File: config.mk
export PLATFORM = sky130hd
export DESIGN_NAME = octet_core
export DESIGN_NICKNAME = d
export VERILOG_FILES = /design/src/source/octet_pkg.sv /design/src/source/octet_alu.sv /design/src/source/octet_branch.sv /design/src/source/octet_core.sv /design/src/source/octet_regfile.sv /design/src/source/octet_sequencer.sv
export SDC_FILE = /design/constraint.sdc
export NUM_CORES = 1
export LEC_CHECK = 0
export ABC_CLOCK_PERIOD_IN_PS = 5300
export BUFFER_PORTS_ARGS = -buffer_cell sky130_fd_sc_hd__buf_2
export CAP_MARGIN = 25
export CORE_UTILIZATION = 50
export CTS_CLUSTER_SIZE = 40
export DETAILED_ROUTE_END_ITERATION = 10
export PLACE_DENSITY = 0.69
export SLEW_MARGIN = 10
export SYNTH_ARGS = -nofsm -noshare
export SYNTH_HDL_FRONTEND = slang
export SYNTH_SLANG_ARGS = --single-unit
File: constraint.sdc
create_clock -name clock -period 5.3 [get_ports clock]
set_input_delay 0.53 -clock clock [delete_from_list [all_inputs] [get_ports clock]]
set_output_delay 0.53 -clock clock [all_outputs]
set_load 0.01 [all_outputs]
File: src/source/octet_pkg.sv
package octet_pkg;

    // unknown operation codes decode as OP_NOP
    typedef enum logic [5:0] {
        OP_NOP   = 6'd0,
        OP_ADD   = 6'd1,
        OP_SUB   = 6'd2,
        OP_AND   = 6'd3,
        OP_OR    = 6'd4,
        OP_XOR   = 6'd5,
        OP_LDI   = 6'd6,
        OP_STORE = 6'd7,
        OP_CMPEQ = 6'd8,
        OP_JMP   = 6'd9,
        OP_JMPF  = 6'd10,
        OP_HALT  = 6'd11
    } opcode_e;

    typedef enum logic [1:0] {
        ST_FETCH   = 2'd0,
        ST_EXECUTE = 2'd1,
        ST_ADVANCE = 2'd2,
        ST_HALTED  = 2'd3
    } state_e;

    typedef logic [2:0] reg_index_t;

    // instruction word laid out msb first
    typedef struct packed {
        logic [15:0] imm;
        logic        high;
        reg_index_t  dest;
        reg_index_t  src_b;
        reg_index_t  src_a;
        opcode_e     opcode;
    } instr_t;

    typedef struct packed {
        logic [31:0] result;
        logic        flag;
        // destination register and flag are written
        logic        write_reg;
    } alu_out_t;

    typedef struct packed {
        logic [15:0] target;
        logic        taken;
    } branch_out_t;

endpackage

File: src/source/octet_alu.sv
`timescale 1ns/1ps

module octet_alu
(
    input  octet_pkg::instr_t   instr,
    input  logic [31:0]         read_a,
    input  logic [31:0]         read_b,
    output octet_pkg::alu_out_t result
);

    import octet_pkg::*;

    logic [32:0] sum;
    logic [32:0] diff;
    logic [31:0] logic_value;
    logic [31:0] imm_value;

    // extra bit holds carry out and borrow
    assign sum  = {1'b0, read_a} + {1'b0, read_b};
    assign diff = {1'b0, read_a} - {1'b0, read_b};

    always_comb
    begin
        case (instr.opcode)
            OP_AND:  logic_value = read_a & read_b;
            OP_OR:   logic_value = read_a | read_b;
            default: logic_value = read_a ^ read_b;
        endcase
    end

    // high select keeps the lower half of source A
    assign imm_value = instr.high ? {instr.imm, read_a[15:0]} : {16'h0000, instr.imm};

    always_comb
    begin
        result.result    = '0;
        result.flag      = 1'b0;
        result.write_reg = 1'b0;
        case (instr.opcode)
            OP_ADD:
            begin
                result.result    = sum[31:0];
                result.flag      = sum[32];
                result.write_reg = 1'b1;
            end
            OP_SUB:
            begin
                result.result    = diff[31:0];
                result.flag      = diff[32];
                result.write_reg = 1'b1;
            end
            OP_AND, OP_OR, OP_XOR:
            begin
                result.result    = logic_value;
                result.flag      = (logic_value == '0);
                result.write_reg = 1'b1;
            end
            OP_LDI:
            begin
                result.result    = imm_value;
                result.write_reg = 1'b1;
            end
            OP_CMPEQ:
            begin
                result.result    = diff[31:0];
                result.flag      = (read_a == read_b);
                result.write_reg = 1'b1;
            end
            default:
            begin
                // store, jumps, halt and nop leave the registers alone
                result.write_reg = 1'b0;
            end
        endcase
    end

endmodule

File: src/source/octet_branch.sv
`timescale 1ns/1ps

module octet_branch
#(
    parameter int ADDR_WIDTH = 10
)
(
    input  octet_pkg::instr_t      instr,
    input  logic [ADDR_WIDTH-1:0]  pc,
    input  logic                   flag_a,
    output octet_pkg::branch_out_t next
);

    import octet_pkg::*;

    logic [ADDR_WIDTH-1:0] pc_inc;
    logic [ADDR_WIDTH-1:0] jump_addr;
    logic                  redirect;

    assign pc_inc    = pc + 1'b1;
    assign jump_addr = instr.imm[ADDR_WIDTH-1:0];

    always_comb
    begin
        case (instr.opcode)
            OP_JMP:  redirect = 1'b1;
            // conditional on the flag paired with source A
            OP_JMPF: redirect = flag_a;
            default: redirect = 1'b0;
        endcase
    end

    // target is zero extended to the full 16 bit field
    always_comb
    begin
        next.taken  = redirect;
        next.target = '0;
        if (redirect)
        begin
            next.target[ADDR_WIDTH-1:0] = jump_addr;
        end
        else
        begin
            next.target[ADDR_WIDTH-1:0] = pc_inc;
        end
    end

endmodule

File: src/source/octet_core.sv
`timescale 1ns/1ps

module octet_core
#(
    parameter int ADDR_WIDTH = 10
)
(
    input  logic                  clock,
    input  logic                  rst_n,
    input  logic [31:0]           mem_rdata,
    output logic [ADDR_WIDTH-1:0] mem_addr,
    output logic [31:0]           mem_wdata,
    output logic                  mem_write,
    output logic                  halted
);

    import octet_pkg::*;

    instr_t                instr;
    logic [ADDR_WIDTH-1:0] pc;
    logic [31:0]           read_a;
    logic [31:0]           read_b;
    logic                  flag_a;
    alu_out_t              alu_result;
    branch_out_t           branch_next;
    logic                  write_en;
    logic                  write_flag;
    reg_index_t            write_index;
    logic [31:0]           write_data;

    octet_regfile regfile_i
    (
        .clock       (clock),
        .rst_n       (rst_n),
        .index_a     (instr.src_a),
        .index_b     (instr.src_b),
        .write_index (write_index),
        .write_en    (write_en),
        .write_flag  (write_flag),
        .write_data  (write_data),
        .read_a      (read_a),
        .read_b      (read_b),
        .flag_a      (flag_a)
    );

    octet_alu alu_i
    (
        .instr  (instr),
        .read_a (read_a),
        .read_b (read_b),
        .result (alu_result)
    );

    octet_branch #(.ADDR_WIDTH(ADDR_WIDTH)) branch_i
    (
        .instr  (instr),
        .pc     (pc),
        .flag_a (flag_a),
        .next   (branch_next)
    );

    octet_sequencer #(.ADDR_WIDTH(ADDR_WIDTH)) sequencer_i
    (
        .clock       (clock),
        .rst_n       (rst_n),
        .mem_rdata   (mem_rdata),
        .alu         (alu_result),
        .branch      (branch_next),
        .instr       (instr),
        .pc          (pc),
        .mem_addr    (mem_addr),
        .mem_wdata   (mem_wdata),
        .read_a      (read_a),
        .mem_write   (mem_write),
        .write_en    (write_en),
        .write_flag  (write_flag),
        .halted      (halted),
        .write_index (write_index),
        .write_data  (write_data)
    );

endmodule

File: src/source/octet_regfile.sv
`timescale 1ns/1ps

module octet_regfile
(
    input  logic                  clock,
    input  logic                  rst_n,
    input  octet_pkg::reg_index_t index_a,
    input  octet_pkg::reg_index_t index_b,
    input  octet_pkg::reg_index_t write_index,
    input  logic                  write_en,
    input  logic                  write_flag,
    input  logic [31:0]           write_data,
    output logic [31:0]           read_a,
    output logic [31:0]           read_b,
    output logic                  flag_a
);

    logic [31:0] regs [8];
    logic [7:0]  flags;

    // register and flag are always written as a pair
    always_ff @(posedge clock or negedge rst_n)
    begin
        if (!rst_n)
        begin
            for (int i = 0; i < 8; i++)
            begin
                regs[i] <= '0;
            end
            flags <= '0;
        end
        else if (write_en)
        begin
            regs[write_index]  <= write_data;
            flags[write_index] <= write_flag;
        end
    end

    // combinational reads with no bypass from the write port
    assign read_a = regs[index_a];
    assign read_b = regs[index_b];
    assign flag_a = flags[index_a];

endmodule

File: src/source/octet_sequencer.sv
`timescale 1ns/1ps

module octet_sequencer
#(
    parameter int ADDR_WIDTH = 10
)
(
    input  logic                   clock,
    input  logic                   rst_n,
    input  logic [31:0]            mem_rdata,
    input  octet_pkg::alu_out_t    alu,
    input  octet_pkg::branch_out_t branch,
    output octet_pkg::instr_t      instr,
    output logic [ADDR_WIDTH-1:0]  pc,
    output logic [ADDR_WIDTH-1:0]  mem_addr,
    output logic [31:0]            mem_wdata,
    input  logic [31:0]            read_a,
    output logic                   mem_write,
    output logic                   write_en,
    output logic                   write_flag,
    output logic                   halted,
    output octet_pkg::reg_index_t  write_index,
    output logic [31:0]            write_data
);

    import octet_pkg::*;

    state_e state;
    state_e state_next;
    logic   executing;
    logic   is_store;

    assign executing = (state == ST_EXECUTE);
    assign is_store  = (instr.opcode == OP_STORE);

    always_comb
    begin
        case (state)
            ST_FETCH:   state_next = ST_EXECUTE;
            ST_EXECUTE: state_next = (instr.opcode == OP_HALT) ? ST_HALTED : ST_ADVANCE;
            ST_ADVANCE: state_next = ST_FETCH;
            default:    state_next = ST_HALTED;
        endcase
    end

    always_ff @(posedge clock or negedge rst_n)
    begin
        if (!rst_n)
        begin
            state <= ST_FETCH;
            pc    <= '0;
            instr <= '0;
        end
        else
        begin
            state <= state_next;
            if (state == ST_FETCH)
            begin
                instr <= instr_t'(mem_rdata);
            end
            if (state == ST_ADVANCE)
            begin
                pc <= branch.taken ? branch.target[ADDR_WIDTH-1:0] : pc + 1'b1;
            end
        end
    end

    // store address replaces pc only during its execute cycle
    assign mem_addr  = (executing && is_store) ? instr.imm[ADDR_WIDTH-1:0] : pc;
    assign mem_wdata = read_a;
    assign mem_write = executing && is_store;

    assign write_en    = executing && alu.write_reg;
    assign write_index = instr.dest;
    assign write_data  = alu.result;
    assign write_flag  = alu.flag;

    assign halted = (state == ST_HALTED);

endmodule

=== After elaboration in Yosys (flattened, before gate mapping) ===
Cells that the tools add are included.

* Add/subtract/negate cells: 3
* Magnitude comparators: 7
* Equal/unequal tests: 15
* Muxes and demuxes: 24
* Bitwise operators: 6
* Reduce and logical (&&, ||, !) cells: 9

{| class="wikitable"
|+ Operators by type and width
! operator !! count
|-
| $bwmux W256 || 1
|-
| $bmux W32 S3 || 2
|-
| $mux W32 || 6
|-
| $pmux W32 S4 || 1
|-
| $demux W32 S3 || 1
|-
| $pmux W32 S2 || 1
|-
| $add A32 B32 Y33 || 1
|-
| $sub A32 B32 Y33 || 1
|-
| $and A32 B32 Y32 || 1
|-
| $eq A32 B32 Y1 || 1
|-
| $logic_not A32 Y1 || 1
|-
| $or A32 B32 Y32 || 1
|-
| $xor A32 B32 Y32 || 1
|-
| $eq A6 B3 Y1 const B || 4
|-
| $eq A6 B4 Y1 const B || 4
|-
| $mux W10 || 2
|-
| $eq A6 B2 Y1 const B || 2
|-
| $ge A4 B4 Y1 const B || 3
|-
| $not A3 Y4 || 3
|-
| $add A10 B1 Y10 const B || 1
|-
| $bwmux W8 || 1
|-
| $lt A3 B4 Y1 const B || 2
|-
| $reduce_or A7 Y1 || 1
|-
| $eq A6 B1 Y1 const B || 1
|-
| 14 further kinds || 21
|}

* Register bits after elaboration: 308
* Input port bits: 34
* Output and inout port bits: 44
* Logic and storage cells: 81

=== Depth between registers and ports, before layout ===
Gate-level depths: netlist (run 1).

* Word-level depth: 9
* Mapped depth: 18
* Gate-level depth less buffers: 15

=== By module ===
A second synthesis (run 1) with hierarchy kept.

* Cells, all modules: 1,980
* Area, all modules: 22,699.3 um^2

{| class="wikitable"
|+ Modules (own cells, without submodules)
! module !! times used !! cells each !! area each (um^2) !! seq. area each (um^2)
|-
| octet_regfile || 1 || 798 || 13,738.2 || 6,606.3
|-
| octet_alu || 1 || 891 || 5,970.7 || 0.0
|-
| octet_sequencer || 1 || 237 || 2,602.5 || 1,101.1
|-
| octet_branch || 1 || 54 || 387.9 || 0.0
|}

=== Worst setup path before layout (run 1) ===
No wires, ideal clock.

* Path type: register to register
* Start: reg sequencer_i.instr[6] (netlist name)
* End: reg regfile_i.regs[183] (netlist name)
* Library setup time: 0.155 ns
* Data arrival time: 4.859 ns
* Required time: 5.145 ns
* Slack: 0.286 ns
* Stages on the path, launching flop included: 17
* Buffers on the path: 5
* Period minus slack after synthesis: 5.014 ns
* Cells stage by stage: dfrtp_1 > clkbuf_1 > buf_2 > clkbuf_1 > buf_1 > mux4_2 > mux2i_1 > ha_1 > clkbuf_1 > inv_1 > a21oi_1 > o31ai_1 > nor3_1 > a31oi_2 > a221o_1 > a222oi_1 > o21ai_0

* Longest elaborated chain between the ends: 8
* Elaborated cells between the ends (all ways): 12
* Those cells by class: add/sub: 2; mux: 6; bitwise: 4

{| class="wikitable"
|+ RTL lines
! item !! line !! text
|-
| $not A3 Y4 (implied by the code) * || octet_regfile.sv:40 || <nowiki>assign read_a = regs[index_a];</nowiki>
|-
| $bmux W32 S3 * || octet_regfile.sv:40 ||
|-
| $mux W32 (implied by the code) * (2 in a row) || octet_regfile.sv:40 ||
|-
| parallel branches: the longest is 2 deep, another holds $sub A32 B32 Y33 || - ||
|-
| $pmux W32 S4 * || octet_alu.sv:39 || <nowiki>case (instr.opcode)</nowiki>
|-
| $bwmux W256 * || octet_regfile.sv:34 || <nowiki>regs[write_index] <= write_data;</nowiki>
|-
| to (signal, indexed assignment) || octet_regfile.sv:34 ||
|-
| to (decl) || octet_regfile.sv:18 || <nowiki>logic [31:0] regs [8];</nowiki>
|}

Every way passes the cells marked *. The select of a mux whose other input is x is not followed.
A chain may end at the register's enable or synchronous reset.

=== Worst setup path in the final report (run 1) ===
* Start: reg sequencer_i.instr[9] (netlist name)
* End: reg regfile_i.regs[18] (netlist name)

* Longest elaborated chain between the ends: 8
* Elaborated cells between the ends (all ways): 12
* Those cells by class: add/sub: 2; mux: 6; bitwise: 4

{| class="wikitable"
|+ RTL lines
! item !! line !! text
|-
| $not A3 Y4 (implied by the code) * || octet_regfile.sv:41 || <nowiki>assign read_b = regs[index_b];</nowiki>
|-
| $bmux W32 S3 * || octet_regfile.sv:41 ||
|-
| $mux W32 (implied by the code) * (2 in a row) || octet_regfile.sv:41 ||
|-
| parallel branches: the longest is 2 deep, another holds $sub A32 B32 Y33 || - ||
|-
| $pmux W32 S4 * || octet_alu.sv:39 ||
|-
| $bwmux W256 * || octet_regfile.sv:34 ||
|}

Marked as above.

==> summary.md, run 1 <==
| Metric | Value |
|---|---|
| Drt via density | around 6.8 |
| Worst-path fanout max | 16 |
| Clock Pin Slew Worst Setup and Hold Paths | 0.06 ns |
| Largest net degree at the start of global routing | 143 |
| Post-synthesis cell count | between 2000 and 2500 |
| Area grow syn2layout | 14.64% |
| Io pins | 78 |
| Arrival time worst endpoint | about 5.5 ns |
| Clock H-tree levels | 2 |
| Setup Viol. Count Final | 0 |
| Die Wd | just over 200 um |
| MaxCap Viol Count | 0 |
| First-pass GRT wire length | between 100000 and 150000 um |
| CTS Buf Count | 35 |
| Final instance area | 24300 sq um |
| Register area | about 7700 sq um |
| Syn nets | around 2200 |
| Top_reg_cell synth | dfrtp_1 |
| Register area share after synthesis | 0.3636 |
| Placed cells | around 2700 |
| HPWL Detailed | just over 50000 um |
| Row cnt | 75 |
| Avg Cell Area, Syn | slightly above 10 sq um |
| Skew final | 0.02654 ns |
| Initial antenna violation count | 1 |
| Global Route Usage Sum | 0.3449 |
| Setup crit end | regfile_i.regs[18] |
| CTS tree | yes |
| Root buffer cell | clkbuf_16 |
| Clk sink count | between 300 and 400 |
| Critical path endpoint category | register |
| Asr flop ratio synth | 1.000 |
| Worst-skew pair later-pin latency | between 0.5 and 0.6 ns |
| CP cell instances | buf_12 > mux4_2 > mux2i_1 > ha_1 > nor4_1 > nand3_1 > a21oi_1 > nor2_1 > nand3_1 > a21oi_1 > a2111o_1 > a222oi_1 > buf_4 > o21ai_0 |
| Detailed Route Iter0 Violations | between 2000 and 2500 |
| Slew Limit Fails | 0 |
| Synth warn | 0 |
| Multi-input gate area | roughly 13000 sq um |
| CTS max path bufs | 3 |
| Cell Count, Final, Fillers Out | approximately 2800 |
| Critical Path RT | roughly 5.7 ns |
| Total power | ~12 mW |
| Fmax | ~200 MHz |
| Vias | 18820 |
| FF-to-FF End | regfile_i.regs[18] |
| Leakage | approximately 11 nW |
| Critical path's slowest cell | dfrtp_4 |
| Core area | roughly 42000 sq um |
| Drt first pass iters | 6 |
| Hold buffer count at CTS | 0 |
| Routed len/inst | between 20 and 30 um |
| Die Y | slightly above 200 um |
| Number of nets in the layout | between 2000 and 2500 |
| Vias in the first global route | roughly 18000 |
| Crit path kind | reg -> reg |
| Dpl cell area | 22980 sq um |
| Yosys reg bits | ~310 |
| Cells on worst reg2reg path | 14 |
| Layout cells sized above 1 | 0.2613 |
| Reg2Reg Setup Slack | about 0.19 ns |
| Die area | 43220 sq um |
| Critical path's largest stage delay | around 0.64 ns |
| Slew @ Worst Pin | approximately 1.3 ns |
| Final worst-path cycle share | 0.9638 |
| Peak VDD IR | slightly below 0.4 mV |
| RSZ-0062 raised after global routing | false |
| Diodes inserted | 0 |
| Setup crit start kind | register |
| Fillcell total | 3474 |
| Final hold violations | 0 |
| Setup crit start | sequencer_i.instr[9] |
| I/O Buffers | 77 |
| Hold WC Path Type | in -> async |
| Post-Route WL | approximately 75000 um |
| DRC viols | 0 |
| Area of the mapped netlist | roughly 21000 sq um |
| Cell area power density | 512.4 nW/um^2 |
| Routability cong. | ~1.1 |
| GRT Residual Overflow | 0 |
| Post-synth EDFFs | 0 |
| Yosys cell types | slightly above 80 |
| Fin crit period | 5.108 ns |
| Setup TNS | 0 ns |
| RR Startpoint | sequencer_i.instr[9] |
| DRT antenna net count | 0 |
| Initial core utilization | 0.5065 |
| Max-Slew Margin vs Limit | 0.1636 |
| Outcome | finished clean |
[per-stage QoR]
| stage | util | worst slack (ns) | hold slack, ns |
|---|---|---|---|
| after floorplan | - | 0.2857 | 0.2344 |
| after global placement | 0.5485 | 0.1169 | 0.4736 |
| after detailed placement | 0.5492 | 0.1033 | 0.4869 |
| after CTS | 0.5790 | 0.06245 | 0.1093 |
| after global routing | 0.5806 | 0.01272 | 0.1494 |
| final | 0.5806 | 0.1916 | 0.01443 |
[worst max-delay path: cells and delay by family, from the launching register on]
kind,cells,cell delay (ns)
buffers and inverters,2,0.50
multiplexers,2,0.94
AND/OR/NAND/NOR,4,0.77
AO/OA/AOI/OAI,5,1.59
flip-flops,1,0.64
adder cells (fa/ha/maj),1,0.48
[worst min path at each step]
stage / startpoint / to / depth (start not counted)
floorplan: rst_n / regfile_i.flags[0] / 0
global placement: regfile_i.regs[177] / regfile_i.regs[177] / 2
detailed placement: regfile_i.regs[203] / regfile_i.regs[203] / 2
CTS: rst_n / sequencer_i.pc[0] / 1
global route: rst_n / sequencer_i.pc[6] / 1
finish: rst_n / sequencer_i.pc[3] / 1
[per-layer routing]
metal,track usage,vias up,wire length (um)
met5,0,-,0
met4,0.1344,0,3167
met3,0.07170,196,7040
met2,0.5418,1075,34060
met1,0.4706,9491,30340
li1,-,8062,-
[layout by cell type (no fill, tap or decap), types with 16 or more instances in the layout]
cell / Yosys / routed
a21o_1: 25 / 25
a21oi_1: 129 / 129
a221oi_1: 23 / 23
a31oi_1: 16 / 16
buf_2: 28 / 76
buf_4: 1 / 143
clkbuf_16: 0 / 36
dfrtp_1: 308 / 302
ha_1: 98 / 98
inv_1: 103 / 103
mux2_2: 132 / 132
mux2i_1: 68 / 67
mux4_2: 130 / 130
nand2_1: 235 / 234
nand3_1: 51 / 50
nor2_1: 128 / 124
nor2b_1: 16 / 16
nor4_1: 18 / 18
o211ai_1: 18 / 18
o21ai_0: 153 / 153
o221ai_1: 40 / 40
[sequential cells by signal (all words and copies together), names as in the netlist]
register,count
sequencer_i.write_index,3
regfile_i.flags,8
sequencer_i.pc,10
regfile_i.regs,256
sequencer_i.instr,29
sequencer_i.state,2
[cell families after synthesis]
group,share of synthesized area
buffers and inverters,0.04876
flip-flops,0.3636
adder cells (fa/ha/maj),0.05974
AO/OA/AOI/OAI,0.1704
AND/OR/NAND/NOR,0.1159
XOR/XNOR,0.001240
multiplexers,0.2404
[repair_timing]
action,CTS,global route
gates resized for setup,0,2
buffers inserted,0,2
endpoints found under the hold margin,0,0
setup endpoints to repair,0,66
[cell usage after synthesis, types with 11 or more instances]
cell      number  share of area
nor2b_1       16         0.0047
nand2b_1      15         0.0044
a21o_1        25         0.0089
o21ai_0      153          0.036
a21oi_1      129          0.030
and3_1        11         0.0032
a221o_1       14         0.0066
o221ai_1      40          0.017
a31oi_1       16         0.0047
ha_1          98          0.058
a221oi_1      23         0.0095
mux2i_1       68          0.032
nand2_1      235          0.042
nand3_1       51          0.012
nor4_1        18         0.0053
mux4_2       130           0.14
a211oi_1      14         0.0050
nor2_1       128          0.023
nor3_1        17         0.0040
clkbuf_1     109          0.019
mux2_2       132          0.070
o31ai_1       12         0.0043
dfrtp_1      308           0.36
inv_1        103          0.018
buf_1         20         0.0035
buf_2         28         0.0066
o211ai_1      18         0.0064
[final cells by class]
type	count	area share
sequential	308	0.3178
timing repair buffer	233	0.07142
multi-input combinational	1526	0.5155
clock inverter	11	0.01030
inverter	104	0.01607
clock buffer	49	0.04114
tap	539	0.02775
[where the power goes]
group	leakage, nW	switching [mW]	internal [mW]
logic	6.54	3.75	2.67
clock network	0.599	1.03	1.62
registers	4.18	0.685	2.70
total	11.3	5.46	6.99
No activity file was read; power rests on OpenSTA's default activity.
==> run 2, diff against run 1 <==
--- a/config.mk
+++ b/config.mk
@@ -5,6 +5,7 @@
 export SDC_FILE = /design/constraint.sdc
 export NUM_CORES = 1
 export LEC_CHECK = 0
+export ABC_AREA = 1
 export ABC_CLOCK_PERIOD_IN_PS = 5300
 export BUFFER_PORTS_ARGS = -buffer_cell sky130_fd_sc_hd__buf_2
 export CAP_MARGIN = 25
==> summary.md, run 2 <==
| Metric | Value |
|---|---|
| Outcome | finished with violations (was finished clean) |
| Violated checks | negative hold slack |
| Detail Route met3 WL | 10190 um (was 7040 um) |
| Synth area leaders | dfrtp_1 33%, nand2_1 19%, o21ai_0 12% (was dfrtp_1 36%, mux4_2 14%, mux2_2 7.0%) |
| Cell taking the most area after synthesis | dfrtp_1 (unchanged) |
| Avg Cell Area, Syn | 6.264 sq um (was 10.11 sq um) |
| CTS resizes | 0 (unchanged) |
| Asr flop ratio synth | 1.000 (unchanged) |
| Core area | 46560 sq um (was 41850 sq um) |
| Worst-skew pair later-pin latency | 0.56 ns (was 0.57 ns) |
| Top post-synthesis cells by count | 1167 x nand2_1, 582 x o21ai_0, 470 x inv_1, 308 x dfrtp_1, 308 x nor2_1 (was 308 x dfrtp_1, 235 x nand2_1, 153 x o21ai_0, 132 x mux2_2, 130 x mux4_2) |
| Most common cell after layout, fill and taps aside | nand2_1 (was dfrtp_1) |
| Die Wd | 219.4 um (was 207.9 um) |
| Synth Area in XOR/XNOR | 0.002965 (was 0.001240) |
| Area of the mapped netlist | 23630 sq um (was 21200 sq um) |
| Die Y | 219.4 um (was 207.9 um) |
| Max-Slew Margin vs Limit | 0.2992 (was 0.1636) |
| Setup crit start kind | register (unchanged) |
| RSZ-0062 raised after global routing | true (was false) |
| Crit path kind | reg -> reg (unchanged) |
| Io pins | 78 (unchanged) |
| Routed len/inst | 20.94 um (was 26.93 um) |
| Critical path's slowest cell | o21ai_0 (was dfrtp_4) |
| Slew @ Worst Pin | 1.050 ns (was 1.255 ns) |
| Yosys cell types | 44 (was 81) |
| Largest net degree at the start of global routing | 113 (was 143) |
| Initial core utilization | 0.5075 (was 0.5065) |
| Hold_ws | -0.02468 ns (was 0.01443 ns) |
| Number of nets in the layout | 3887 (was 2342) |
| Fin crit period | 5.037 ns (was 5.108 ns) |
| Critical path's largest stage delay | 0.73 ns (was 0.64 ns) |
| Skew final | 0.02434 ns (was 0.02654 ns) |
| Setup Viol. Count Final | 0 (unchanged) |
| Slew Limit Fails | 0 (unchanged) |
| Final worst-path cycle share | 0.9503 (was 0.9638) |
| DRC viols | 0 (unchanged) |
| Critical path endpoint category | register (unchanged) |
| DRT antenna net count | 0 (unchanged) |
| MaxCap Viol Count | 0 (unchanged) |
| Root buffer cell | clkbuf_16 (unchanged) |
| Final hold violations | 2 (was 0) |
| Largest Register | regfile_i.regs (unchanged) |
| Compound-Gate Fraction of Synth Area | 0.1970 (was 0.1704) |
| First-pass GRT wire length | 138600 um (was 112600 um) |
| Most frequent cells in the layout | 1167 x nand2_1, 581 x o21ai_0, 468 x inv_1 (was 302 x dfrtp_1, 234 x nand2_1, 153 x o21ai_0) |
| DR WL met2 | 38660 um (was 34060 um) |
| Drt first pass iters | 6 (unchanged) |
| CTS Buf Count | 37 (was 35) |
| Area grow syn2layout | 8.679% (was 14.64%) |
| Cell Count, Final, Fillers Out | 4388 (was 2770) |
| Hold WC Path Type | in -> async (unchanged) |
| Most used cell, CP | nand2_1 |
| HPWL Detailed | 64280 um (was 51860 um) |
| Post-synthesis cell count | 3772 (was 2097) |
| Routability cong. | 1.034 (was 1.054) |
| GRT Residual Overflow | 0 (unchanged) |
| Main combinational cell family by area after synthesis | simple AND/OR/NAND/NOR gates (was multiplexers) |
| Drt via density | 5.745 (was 6.796) |
| Global Route Usage Sum | 0.3835 (was 0.3449) |
| Arrival time worst endpoint | 5.47 ns (was 5.51 ns) |
| Top-count cell post-synth | nand2_1 (was dfrtp_1) |
| Row cnt | 79 (was 75) |
| Clock H-tree levels | 2 (unchanged) |
| Placed cells | 4319 (was 2707) |
| Worst-path fanout max | 30 (was 16) |
| Max Used Layer | met4 (unchanged) |
| CP cell instances | inv_2 > buf_4 > nor2_1 > o21ai_0 > inv_1 > o21ai_0 > inv_1 > ha_1 > inv_1 > nand2_1 > nor3_1 > nand2_1 > inv_1 > a21oi_1 > nand3_1 > nand2_1 > nor2_1 > nand2_2 > nand2_1 > nand2_1 (was buf_12 > mux4_2 > mux2i_1 > ha_1 > nor4_1 > nand3_1 > a21oi_1 > nor2_1 > nand3_1 > a21oi_1 > a2111o_1 > a222oi_1 > buf_4 > o21ai_0) |
| Post-CTS Setup Inserts | 0 (unchanged) |
| CTS tree | yes (unchanged) |
| Clk sink count | 308 (unchanged) |
| I/O Buffers | 77 (unchanged) |
| Vias | 25210 (was 18820) |
| Max FFs per register | 256 (unchanged) |
| Vias in the first global route | 22990 (was 18270) |
| Hold buffer count at CTS | 0 (unchanged) |
| Detailed Route Iter0 Violations | 3283 (was 2410) |
| Critical Path RT | 5.73 ns (was 5.70 ns) |
| Top_reg_cell synth | dfrtp_1 (unchanged) |
| Clock Pin Slew Worst Setup and Hold Paths | 0.08 ns (was 0.06 ns) |
| CTS max path bufs | 3 (unchanged) |
| Met1 wire length | 38730 um (was 30340 um) |
| Mux cell area share after synthesis | 0.002383 (was 0.2404) |
| Diodes inserted | 0 (unchanged) |
| Area share of the largest cell type after synthesis | 0.3262 (was 0.3636) |
| Post-Route WL | 91890 um (was 74600 um) |
| Fmax | 198.5 MHz (was 195.8 MHz) |
| Yosys reg bits | 308 (unchanged) |
| Regs by FF count | regfile_i.regs (256), sequencer_i.instr (29), sequencer_i.pc (10) (unchanged) |
| Die area | 48130 sq um (was 43220 sq um) |
| Syn nets | 3906 (was 2231) |
| Initial antenna violation count | 1 (unchanged) |
| Post-synthesis simple-gate area fraction | 0.2997 (was 0.1159) |
| Layout cells sized above 1 | 0.06956 (was 0.2613) |
| Post-synth EDFFs | 0 (unchanged) |
| Fillcell total | 4782 (was 3474) |
| Post-Synth Adder-Cell Area | 0.05359 (was 0.05974) |
| Synth warn | 0 (unchanged) |
| Register area share after synthesis | 0.3262 (was 0.3636) |
[run 2: cells by family after synthesis]
family	count (synthesis)
mux	5
fa+ha+maj	100
xor+xnor	8
simple gates	1742
buf+inv	700
compound gates	909
flops	308
[run 2: area by class of cell]
| type | instances | area [sq um] | area share |
|---|---|---|---|
| Sequential cell | 308 | 7722 | 0.3007 |
| Inverter | 488 | 1832 | 0.07133 |
| Clock inverter | 6 | 70.07 | 0.002729 |
| Multi-Input combinational cell | 2764 | 13140 | 0.5117 |
| Timing Repair Buffer | 154 | 1049 | 0.04083 |
| Tap cell | 607 | 759.5 | 0.02958 |
| Clock buffer | 61 | 1106 | 0.04307 |
[run 2: path summary, 6_finish.rpt]
check                                      from  cells past startpoint  slack, ns               endpoint
setup / recovery           sequencer_i.instr[9]                     20       0.26     regfile_i.flags[0]
hold / removal                            rst_n                      1      -0.02    regfile_i.regs[156]
setup reg to reg           sequencer_i.instr[9]                     20       0.26     regfile_i.flags[0]
hold reg to reg              regfile_i.regs[89]                      2       0.48     regfile_i.regs[89]
max in group asynchronous                 rst_n                      2       4.12    regfile_i.regs[236]
min in group clock                mem_rdata[21]                      3       0.18  sequencer_i.instr[21]
[run 2: worst max-delay path: cells and delay by family (launching register included)]
kind / cells / cell delay, ns
buffers and inverters: 6 / 1.49
DFF: 1 / 0.59
and+or+nand+nor: 10 / 1.35
AOI/OAI and AO/OA: 3 / 0.99
adders and majority gates: 1 / 0.45
[run 2: layer usage]
metal / track usage / up-vias
met3: 0.08468 / 212
met4: 0.1688 / 0
met1: 0.5338 / 11680
met5: 0 / -
met2: 0.5673 / 1343
li1: - / 11980
[run 2: through the flow]
step,setup WS [ns],hold slack [ns],utilization,instance area [sq um],setup TNS [ns]
after floorplan,1.504,0.2344,-,23630,0
after global placement,0.4439,0.4636,0.5257,24480,0
after detailed placement,0.4372,0.4651,0.5257,24480,0
after CTS,0.4079,0.01934,0.5510,25650,0
after global routing,-0.02299,0.04622,0.5516,25680,-0.02299
final,0.2633,-0.02468,0.5516,25680,0
Power of run 2 is left out: the tool's default activity adds up to more than one toggle a clock period on the data nets, which glitch-free logic cannot reach.
